**src/verilog/transmit_pkg.sv**
```systemverilog
// transmit path shared definitions
// sample type, source select encoding and the register address map
`default_nettype none

package transmit_pkg;

  localparam int SAMPLE_WIDTH = 16;

  typedef logic signed [SAMPLE_WIDTH-1:0] sample_t;

  // per-channel source choice, value 3 is illegal
  typedef enum logic [1:0] {
    SRC_ZERO = 2'd0,
    SRC_AWG  = 2'd1,
    SRC_TRI  = 2'd2
  } src_sel_t;

  // register port widths
  localparam int REG_ADDR_WIDTH = 8;
  localparam int REG_DATA_WIDTH = 32;

  // per-channel bases, add the channel number
  localparam logic [REG_ADDR_WIDTH-1:0] REG_PHASE_INC_BASE = 8'h00;
  localparam logic [REG_ADDR_WIDTH-1:0] REG_SCALE_BASE     = 8'h10;
  localparam logic [REG_ADDR_WIDTH-1:0] REG_SRC_SEL_BASE   = 8'h20;

  // global registers
  localparam logic [REG_ADDR_WIDTH-1:0] REG_TRIG_MASK = 8'h30;
  localparam logic [REG_ADDR_WIDTH-1:0] REG_AWG_DEPTH = 8'h31;
  localparam logic [REG_ADDR_WIDTH-1:0] REG_AWG_CTRL  = 8'h32;

  // sample in [15:0], memory index in [23:16], channel in [27:24]
  localparam logic [REG_ADDR_WIDTH-1:0] REG_AWG_DATA  = 8'h40;

endpackage

`default_nettype wire

```
**src/verilog/tx_cfg_if.sv**
```systemverilog
// decoded transmit configuration
// carries per-channel and global settings from the register block to the datapath
`timescale 1ns/1ps
`default_nettype none

interface tx_cfg_if import transmit_pkg::*; #(
  parameter int CHANNELS = 2,
  parameter int AWG_DEPTH = 64,
  parameter int PHASE_BITS = 32,
  parameter int SCALE_WIDTH = 18,
  parameter int SCALE_FRAC_BITS = 16
) ();

  // channel field and index field of REG_AWG_DATA bound these
  if (CHANNELS > 16 || AWG_DEPTH > 256 || SCALE_FRAC_BITS >= SCALE_WIDTH) begin : g_bad_params
    $error("tx_cfg_if: parameters outside the register map range");
  end

  // per channel
  logic [CHANNELS-1:0][PHASE_BITS-1:0]  phase_inc;
  logic [CHANNELS-1:0]                  phase_clear;
  logic [CHANNELS-1:0][SCALE_WIDTH-1:0] scale;
  src_sel_t [CHANNELS-1:0]              src_sel;

  // global
  logic [CHANNELS-1:0]          trig_mask;
  logic [$clog2(AWG_DEPTH):0]   awg_depth;
  logic                         awg_run;

  // waveform memory write, one-cycle strobe
  logic                         awg_wr;
  logic [3:0]                   awg_wr_chan;
  logic [$clog2(AWG_DEPTH)-1:0] awg_wr_index;
  sample_t                      awg_wr_sample;

  modport regs (
    output phase_inc, phase_clear, scale, src_sel, trig_mask, awg_depth, awg_run,
    output awg_wr, awg_wr_chan, awg_wr_index, awg_wr_sample
  );

  modport awg (
    input awg_run, awg_depth, awg_wr, awg_wr_chan, awg_wr_index, awg_wr_sample
  );

  modport tri_src (input phase_inc, phase_clear);

  modport out (input scale, src_sel, trig_mask);

endinterface

`default_nettype wire

```
**src/verilog/transmit_regs.sv**
```systemverilog
// transmit register block
// turns single-cycle write strobes into channel config and AWG memory writes
`timescale 1ns/1ps
`default_nettype none

module transmit_regs import transmit_pkg::*; #(
  parameter int CHANNELS = 2,
  parameter int AWG_DEPTH = 64,
  parameter int PHASE_BITS = 32,
  parameter int SCALE_WIDTH = 18
) (
  input wire                       dac_clk,
  input wire                       ps_reset,
  input wire                       reg_wr,
  input wire [REG_ADDR_WIDTH-1:0]  reg_addr,
  input wire [REG_DATA_WIDTH-1:0]  reg_wdata,
  tx_cfg_if.regs                   cfg
);

  localparam int IDX_BITS = $clog2(AWG_DEPTH);
  localparam int DEPTH_BITS = IDX_BITS + 1;

  logic awg_data_wr;
  logic src_sel_wr;

  assign awg_data_wr = reg_wr && (reg_addr == REG_AWG_DATA);
  assign src_sel_wr = reg_wr && (reg_addr >= REG_SRC_SEL_BASE)
                      && (reg_addr < REG_ADDR_WIDTH'(REG_SRC_SEL_BASE + CHANNELS));

  always_ff @(posedge dac_clk) begin
    if (ps_reset) begin
      cfg.phase_inc <= '0;
      cfg.phase_clear <= '0;
      cfg.scale <= '0;
      for (int c = 0; c < CHANNELS; c++) begin
        cfg.src_sel[c] <= SRC_ZERO;
      end
      cfg.trig_mask <= '0;
      cfg.awg_depth <= '0;
      cfg.awg_run <= 1'b0;
      cfg.awg_wr <= 1'b0;
    end else begin
      // strobes only last one cycle
      cfg.phase_clear <= '0;
      cfg.awg_wr <= awg_data_wr;
      if (reg_wr) begin
        for (int c = 0; c < CHANNELS; c++) begin
          // new increment restarts that channel's phase
          if (reg_addr == REG_ADDR_WIDTH'(REG_PHASE_INC_BASE + c)) begin
            cfg.phase_inc[c] <= reg_wdata[PHASE_BITS-1:0];
            cfg.phase_clear[c] <= 1'b1;
          end
          if (reg_addr == REG_ADDR_WIDTH'(REG_SCALE_BASE + c)) begin
            cfg.scale[c] <= reg_wdata[SCALE_WIDTH-1:0];
          end
          if (reg_addr == REG_ADDR_WIDTH'(REG_SRC_SEL_BASE + c)) begin
            cfg.src_sel[c] <= src_sel_t'(reg_wdata[1:0]);
          end
        end
        case (reg_addr)
          REG_TRIG_MASK: cfg.trig_mask <= reg_wdata[CHANNELS-1:0];
          REG_AWG_DEPTH: cfg.awg_depth <= reg_wdata[DEPTH_BITS-1:0];
          REG_AWG_CTRL:  cfg.awg_run <= reg_wdata[0];
          default: ;
        endcase
      end
    end
  end

  // sample write fields, qualified by awg_wr
  always_ff @(posedge dac_clk) begin
    if (awg_data_wr) begin
      cfg.awg_wr_chan <= reg_wdata[27:24];
      cfg.awg_wr_index <= reg_wdata[16 +: IDX_BITS];
      cfg.awg_wr_sample <= sample_t'(reg_wdata[SAMPLE_WIDTH-1:0]);
    end
  end

  a_src_sel_legal: assert property (@(posedge dac_clk) disable iff (ps_reset)
    src_sel_wr |-> reg_wdata[1:0] != 2'd3)
    else $error("transmit_regs: illegal source select written");

  a_awg_chan_range: assert property (@(posedge dac_clk) disable iff (ps_reset)
    awg_data_wr |-> int'(reg_wdata[27:24]) < CHANNELS)
    else $error("transmit_regs: AWG write names a missing channel");

endmodule

`default_nettype wire

```
**src/verilog/awg_player.sv**
```systemverilog
// arbitrary waveform player
// one sample memory per channel, played in a loop with a frame-start marker
`timescale 1ns/1ps
`default_nettype none

module awg_player import transmit_pkg::*; #(
  parameter int CHANNELS = 2,
  parameter int AWG_DEPTH = 64
) (
  input wire            dac_clk,
  input wire            ps_reset,
  tx_cfg_if.awg         cfg,
  output sample_t       awg_sample [CHANNELS],
  output logic [CHANNELS-1:0] awg_frame_start
);

  localparam int IDX_BITS = $clog2(AWG_DEPTH);

  sample_t mem [CHANNELS][AWG_DEPTH];

  logic [IDX_BITS-1:0] rd_index;
  logic                last_index;

  // frame end, awg_depth counts samples
  assign last_index = {1'b0, rd_index} == cfg.awg_depth - 1'b1;

  // shared read index, parked at 0 while stopped
  always_ff @(posedge dac_clk) begin
    if (ps_reset) begin
      rd_index <= '0;
      awg_frame_start <= '0;
    end else begin
      if (!cfg.awg_run || last_index) begin
        rd_index <= '0;
      end else begin
        rd_index <= rd_index + 1'b1;
      end
      // marker lines up with the registered read below
      awg_frame_start <= {CHANNELS{cfg.awg_run && rd_index == '0}};
    end
  end

  always_ff @(posedge dac_clk) begin
    for (int c = 0; c < CHANNELS; c++) begin
      if (cfg.awg_wr && cfg.awg_wr_chan == 4'(c)) begin
        mem[c][cfg.awg_wr_index] <= cfg.awg_wr_sample;
      end
      awg_sample[c] <= mem[c][rd_index];
    end
  end

  // a stopped frame length would leave the index running off the memory
  a_depth_valid: assert property (@(posedge dac_clk) disable iff (ps_reset)
    cfg.awg_run |-> (cfg.awg_depth != '0) && (int'(cfg.awg_depth) <= AWG_DEPTH))
    else $error("awg_player: run with frame depth out of range");

endmodule

`default_nettype wire

```
**src/verilog/tri_gen.sv**
```systemverilog
// triangle wave source
// phase accumulator per channel, folded into a signed triangle sample
`timescale 1ns/1ps
`default_nettype none

module tri_gen import transmit_pkg::*; #(
  parameter int CHANNELS = 2,
  parameter int PHASE_BITS = 32
) (
  input wire         dac_clk,
  input wire         ps_reset,
  tx_cfg_if.tri_src  cfg,
  output sample_t    tri_sample [CHANNELS]
);

  logic [CHANNELS-1:0][PHASE_BITS-1:0] phase;

  // top bit picks the half, falling half counts down
  function automatic sample_t fold(input logic [PHASE_BITS-1:0] p);
    logic [SAMPLE_WIDTH-1:0] mag;
    mag = p[PHASE_BITS-2 -: SAMPLE_WIDTH];
    if (p[PHASE_BITS-1]) begin
      mag = ~mag;
    end
    // offset binary to two's complement
    return sample_t'({~mag[SAMPLE_WIDTH-1], mag[SAMPLE_WIDTH-2:0]});
  endfunction

  always_ff @(posedge dac_clk) begin
    if (ps_reset) begin
      phase <= '0;
    end else begin
      for (int c = 0; c < CHANNELS; c++) begin
        if (cfg.phase_clear[c]) begin
          phase[c] <= '0;
        end else begin
          phase[c] <= phase[c] + cfg.phase_inc[c];
        end
      end
    end
  end

  always_ff @(posedge dac_clk) begin
    for (int c = 0; c < CHANNELS; c++) begin
      tri_sample[c] <= fold(phase[c]);
    end
  end

endmodule

`default_nettype wire

```
**src/verilog/channel_output.sv**
```systemverilog
// channel output stage
// source select, fixed-point scaling with saturation, and trigger combining
`timescale 1ns/1ps
`default_nettype none

module channel_output import transmit_pkg::*; #(
  parameter int CHANNELS = 2,
  parameter int SCALE_WIDTH = 18,
  parameter int SCALE_FRAC_BITS = 16
) (
  input wire                          dac_clk,
  input wire                          ps_reset,
  tx_cfg_if.out                       cfg,
  input wire sample_t                 awg_sample [CHANNELS],
  input wire [CHANNELS-1:0]           awg_frame_start,
  input wire sample_t                 tri_sample [CHANNELS],
  output logic [CHANNELS*SAMPLE_WIDTH-1:0] dac_data,
  output logic                        dac_trigger_out
);

  localparam int PROD_WIDTH = SAMPLE_WIDTH + SCALE_WIDTH;
  localparam logic signed [PROD_WIDTH-1:0] SAT_MAX = PROD_WIDTH'((1 << (SAMPLE_WIDTH-1)) - 1);
  localparam logic signed [PROD_WIDTH-1:0] SAT_MIN = -SAT_MAX - 1;

  sample_t             picked [CHANNELS];
  logic [CHANNELS-1:0] awg_selected;

  // arithmetic shift floors the product
  function automatic sample_t scale_sat(input sample_t s, input logic signed [SCALE_WIDTH-1:0] k);
    logic signed [PROD_WIDTH-1:0] prod;
    logic signed [PROD_WIDTH-1:0] shifted;
    prod = s * k;
    shifted = prod >>> SCALE_FRAC_BITS;
    if (shifted > SAT_MAX) begin
      return sample_t'(SAT_MAX[SAMPLE_WIDTH-1:0]);
    end else if (shifted < SAT_MIN) begin
      return sample_t'(SAT_MIN[SAMPLE_WIDTH-1:0]);
    end
    return sample_t'(shifted[SAMPLE_WIDTH-1:0]);
  endfunction

  always_comb begin
    for (int c = 0; c < CHANNELS; c++) begin
      awg_selected[c] = cfg.src_sel[c] == SRC_AWG;
      case (cfg.src_sel[c])
        SRC_AWG: picked[c] = awg_sample[c];
        SRC_TRI: picked[c] = tri_sample[c];
        default: picked[c] = '0;
      endcase
    end
  end

  always_ff @(posedge dac_clk) begin
    if (ps_reset) begin
      dac_data <= '0;
      dac_trigger_out <= 1'b0;
    end else begin
      for (int c = 0; c < CHANNELS; c++) begin
        dac_data[c*SAMPLE_WIDTH +: SAMPLE_WIDTH] <= scale_sat(picked[c], $signed(cfg.scale[c]));
      end
      // only channels actually playing the AWG may trigger
      dac_trigger_out <= |(awg_frame_start & cfg.trig_mask & awg_selected);
    end
  end

  for (genvar c = 0; c < CHANNELS; c++) begin : g_sel_check
    a_src_sel_legal: assert property (@(posedge dac_clk) disable iff (ps_reset)
      cfg.src_sel[c] != 2'd3)
      else $error("channel_output: channel %0d has illegal source select", c);
  end

endmodule

`default_nettype wire

```
**src/verilog/transmit_top.sv**
```systemverilog
// multichannel DAC transmit path
// register-configured AWG and triangle sources feeding a scaled output stage
`timescale 1ns/1ps
`default_nettype none

module transmit_top import transmit_pkg::*; #(
  parameter int CHANNELS = 2,
  parameter int AWG_DEPTH = 64,
  parameter int PHASE_BITS = 32,
  parameter int SCALE_WIDTH = 18,
  parameter int SCALE_FRAC_BITS = 16
) (
  input wire                               dac_clk,
  input wire                               ps_reset,
  input wire                               reg_wr,
  input wire [REG_ADDR_WIDTH-1:0]          reg_addr,
  input wire [REG_DATA_WIDTH-1:0]          reg_wdata,
  output logic [CHANNELS*SAMPLE_WIDTH-1:0] dac_data,
  output logic                             dac_trigger_out
);

  sample_t             awg_sample [CHANNELS];
  logic [CHANNELS-1:0] awg_frame_start;
  sample_t             tri_sample [CHANNELS];

  tx_cfg_if #(
    .CHANNELS(CHANNELS),
    .AWG_DEPTH(AWG_DEPTH),
    .PHASE_BITS(PHASE_BITS),
    .SCALE_WIDTH(SCALE_WIDTH),
    .SCALE_FRAC_BITS(SCALE_FRAC_BITS)
  ) cfg ();

  transmit_regs #(
    .CHANNELS(CHANNELS),
    .AWG_DEPTH(AWG_DEPTH),
    .PHASE_BITS(PHASE_BITS),
    .SCALE_WIDTH(SCALE_WIDTH)
  ) regs_i (
    .dac_clk(dac_clk),
    .ps_reset(ps_reset),
    .reg_wr(reg_wr),
    .reg_addr(reg_addr),
    .reg_wdata(reg_wdata),
    .cfg(cfg.regs)
  );

  awg_player #(
    .CHANNELS(CHANNELS),
    .AWG_DEPTH(AWG_DEPTH)
  ) awg_i (
    .dac_clk(dac_clk),
    .ps_reset(ps_reset),
    .cfg(cfg.awg),
    .awg_sample(awg_sample),
    .awg_frame_start(awg_frame_start)
  );

  tri_gen #(
    .CHANNELS(CHANNELS),
    .PHASE_BITS(PHASE_BITS)
  ) tri_i (
    .dac_clk(dac_clk),
    .ps_reset(ps_reset),
    .cfg(cfg.tri_src),
    .tri_sample(tri_sample)
  );

  channel_output #(
    .CHANNELS(CHANNELS),
    .SCALE_WIDTH(SCALE_WIDTH),
    .SCALE_FRAC_BITS(SCALE_FRAC_BITS)
  ) out_i (
    .dac_clk(dac_clk),
    .ps_reset(ps_reset),
    .cfg(cfg.out),
    .awg_sample(awg_sample),
    .awg_frame_start(awg_frame_start),
    .tri_sample(tri_sample),
    .dac_data(dac_data),
    .dac_trigger_out(dac_trigger_out)
  );

endmodule

`default_nettype wire

```
**config.mk**
```make
export PLATFORM = sky130hd
export DESIGN_NAME = transmit_top
export DESIGN_NICKNAME = d
export VERILOG_FILES = /design/src/verilog/transmit_pkg.sv /design/src/verilog/tx_cfg_if.sv /design/src/verilog/transmit_regs.sv /design/src/verilog/awg_player.sv /design/src/verilog/tri_gen.sv /design/src/verilog/channel_output.sv /design/src/verilog/transmit_top.sv
export SDC_FILE = /design/constraint.sdc
export NUM_CORES = 2
export LEC_CHECK = 0
export BUFFER_PORTS_ARGS = -buffer_cell sky130_fd_sc_hd__buf_2
export CAP_MARGIN = 20
export CELL_PAD_IN_SITES_DETAIL_PLACEMENT = 1
export CELL_PAD_IN_SITES_GLOBAL_PLACEMENT = 2
export CORE_ASPECT_RATIO = 1.2
export CORE_MARGIN = 5
export CORE_UTILIZATION = 51
export DETAILED_ROUTE_END_ITERATION = 16
export PLACE_DENSITY = 0.88
export SETUP_SLACK_MARGIN = 0.02
export SYNTH_ARGS = -nofsm -noshare
export SYNTH_HDL_FRONTEND = slang
export SYNTH_SLANG_ARGS = --single-unit
```
**constraint.sdc**
```tcl
create_clock -name dac_clk -period 17 [get_ports dac_clk]
set_input_delay 3.4 -clock dac_clk [delete_from_list [all_inputs] [get_ports dac_clk]]
set_output_delay 3.4 -clock dac_clk [all_outputs]
set_load 0.03 [all_outputs]
```
==> impl_results.md <==
* Final Total Pwr at 0.0113 W
* Async SR Flop Fraction at 0%
* Syn_area_per_cell at 15.1 sq um
* Max-Cap Viols at 0
* Final wirelength at 325000 um
* P_leak at 44.7 nW
* Worst Path Required at 17700 ps
* GRT Util Overall at 28.0%
* Htree depth at 4
* Sequential fraction of the synthesis area at 60.3%
* Post-DP HPWL at 204000 um
* Layout area overhead at 10.5%
* Post-synth top area share at 55.3%
* Vias at 66.8k
* Critical path data arrival time at 9130 ps
* Remaining DRCs at 0
* RD Place Congestion at 0.850
* PD cells at 90.6 nW/um^2
* First-pass GRT wire length at 482000 um
* CTS Buffer Depth at 4
* Worst Hold Class: flop to flop
* Chip width at 439 um
* Layout Nets at 8481
* Ports at 76
* Worst Clk Skew at 88.6 ps
* Root buffer cell: clkbuf_16
* Final Slew Violations at 0
* Post-CTS setup repair buffer count at 0
* Detail Route Antenna Nets at 0
* Initial Utilization at 51.1%
* Synthesized net count at 8302
* Critical path peak fanout at 17
* Layout fillers at 20.6k
* Final Critical Period at 8430 ps
* Largest net degree at the start of global routing at 120
* Die H at 525 um
* Layout cells sized above 1 at 13.5%
* Fmax at 0.119 GHz
* Clock Sinks at 2359
* Vias in the first global route at 72.7k
* YS warnings at 0
* FF+latch count, synth at 2359
* DR WL/cell at 30.2 um
* Mapped Area at 113000 sq um
* Remaining global-route overflow at 0
* Unique masters post-synth at 80
* Post_cts resized at 0
* Synth area leader: edfxtp_1
* RSZ-0062 raised after global routing: no
* Multi-input gate area at 40900 sq um
* Area contributors post-synth: edfxtp_1 55%, fa_1 10%, mux4_2 7.3%
* Element type at the critical path end: flop
* Drt via density at 6.20
* TritonCTS Buffers at 227
* Worst-skew pair later-pin latency at 930 ps
* Period utilization at 49.6%
* Die area at 231000 sq um
* 1st-pass router iterations at 5
* Placeable Area at 220000 sq um
* Final Hold Fails at 0
* Status: completed
* Starting DRT DRC Count at 6933
* Row cnt at 189
* Post-synth EDFFs at 2074
* CTS Hold Buffers Added at 0
* # port buffers at 75
* Sequential Area at 68000 sq um
* TritonCTS clock tree: built
* Setup TNS at 0 ps
* Setup crit start kind: flop
* Endpoints failing setup at 0
* Worst vdd ir at 0.0787 mV
* Crit path kind: flop to flop
* CTS clock-pin slew for the worst setup and hold paths at 60 ps
* Initial antenna violation count at 17
* Relative slew margins at 21.1%
* Cells after Synth at 7444
* Tightest Pin Transition at 1180 ps
* Ys flop type: edfxtp_1
## critical path: stages, from the launching register on
cell and delay, ps:
dfxtp_1 330, inv_1 80, ha_1 630, a22oi_1 150, nor2_1 670, buf_4 300, nand2_1 100, fa_1 580
inv_1 70, fa_1 500, fa_1 580, fa_1 430, fa_1 490, inv_1 50, fa_1 500, inv_1 50
ha_1 360, a21oi_1 200, o21ai_1 140, or3_1 400, a211oi_2 240, nor2_1 130, a221oi_1 300, xnor2_1 220
a31oi_2 610, o41ai_1 180
## cells in the mapped netlist (11+ instances only)
| cell | instances |
|---|---|
| a31oi_1 | 11 |
| o21ai_0 | 79 |
| a21oi_1 | 262 |
| fa_1 | 580 |
| xor2_1 | 76 |
| o31ai_1 | 14 |
| nand3_1 | 33 |
| inv_1 | 661 |
| or3_1 | 17 |
| edfxtp_1 | 2074 |
| mux2i_1 | 403 |
| and3_1 | 22 |
| a22oi_1 | 48 |
| dfxtp_1 | 285 |
| nor3_1 | 57 |
| nor2b_1 | 15 |
| nand2b_1 | 16 |
| a211oi_1 | 25 |
| buf_1 | 29 |
| o22ai_1 | 82 |
| clkbuf_1 | 253 |
| o31ai_2 | 11 |
| nor2_1 | 401 |
| o21a_1 | 18 |
| xnor2_1 | 61 |
| mux4_2 | 365 |
| a21o_1 | 46 |
| nand2_1 | 563 |
| and2_1 | 285 |
| ha_1 | 235 |
| o221ai_1 | 197 |
| buf_2 | 69 |
## state kept, by name, summed over array words and instances (netlist names), 7 cells and up
register and flops:
regs_i.cfg.phase_inc 64, tri_i.tri_sample 32, awg_i.mem 2048, tri_i.phase 64, awg_i.awg_sample 32, regs_i.cfg.scale 36, regs_i.cfg.awg_wr_sample 16, regs_i.cfg.awg_depth 7
out_i.dac_data 32
## cell families after synthesis
family,Yosys count,share of synthesized area (%)
AOI/OAI and AO/OA,886,5.43
DFF,2359,60.3
xor gates and xnor gates,138,1.08
adders and majority gates,815,12.9
and+or+nand+nor,1457,5.89
muxes,768,10.9
buffers and inverters,1021,3.50
## cells in the final DEF (no fill, tap or decap), types with 12 or more instances in the layout
cell type	instances
edfxtp_1	2074
inv_1	661
fa_1	580
nand2_1	561
mux2i_1	403
nor2_1	387
mux4_2	365
and2_1	285
dfxtp_1	280
a21oi_1	262
ha_1	235
clkbuf_16	232
buf_4	219
o221ai_1	197
o22ai_1	82
o21ai_0	79
xor2_1	76
buf_2	74
xnor2_1	61
nor3_1	57
a22oi_1	48
a21o_1	46
clkbuf_1	45
clkinv_1	41
clkinv_2	35
nand3_1	33
a211oi_1	25
and3_1	22
o21a_1	18
bufinv_16	18
or3_1	17
nand2b_1	16
nor2b_1	14
o31ai_1	14
nor2_2	12
## worst paths after layout
path | startpoint | depth (start not counted) | endpoint | slack (ps)
max | regs_i.cfg.src_sel[3] | 25 | out_i.dac_data[17] | 8570
max reg2reg | regs_i.cfg.src_sel[3] | 25 | out_i.dac_data[17] | 8570
min | regs_i.cfg.phase_inc[17] | 2 | regs_i.cfg.phase_inc[17] | 460
min reg2reg | regs_i.cfg.phase_inc[17] | 2 | regs_i.cfg.phase_inc[17] | 460
## where the power goes
| group | switching [W] | leakage, nW | total (W) | internal [W] |
|---|---|---|---|---|
| Combinational | 0.0000391 | 20.2 | 0.0000519 | 0.0000127 |
| Sequential | 0.0000104 | 20.9 | 0.00623 | 0.00622 |
| Clock | 0.00221 | 3.51 | 0.00501 | 0.00280 |
| Total | 0.00226 | 44.7 | 0.0113 | 0.00903 |
## per-layer routing
metal	share of wire [%]	up-vias	GRT usage (%)
met5	0.013	-	0
met4	4.5	6	11.2
met3	8.5	773	5.15
met2	50	3303	47.6
met1	37	35100	35.7
li1	-	27600	-
## area by class of cell
cell class | count | share of cell area, %
Sequential cell | 2359 | 54.6
Multi-Input combinational cell | 4064 | 32.8
Clock buffer | 285 | 4.88
Tap cell | 2960 | 2.97
Inverter | 664 | 2.01
Timing Repair Buffer | 307 | 1.85
Clock inverter | 117 | 0.898
Antenna cell | 6 | 0.0121
## per-stage QoR
stage                     instance area (sq um)  instances  hold slack (ps)  util (%)  setup slack [ps]
after floorplan                          113000       7444              430         -              9680
after global placement                   117000      10300              446      53.2              8920
after detailed placement                 117000      10300              452      53.2              8610
after CTS                                124000      10700              464      56.4              8570
after global routing                     125000      10800              481      56.5              8060
final                                    125000      10800              463      56.5              8570
No activity file was read; power rests on OpenSTA's default activity.
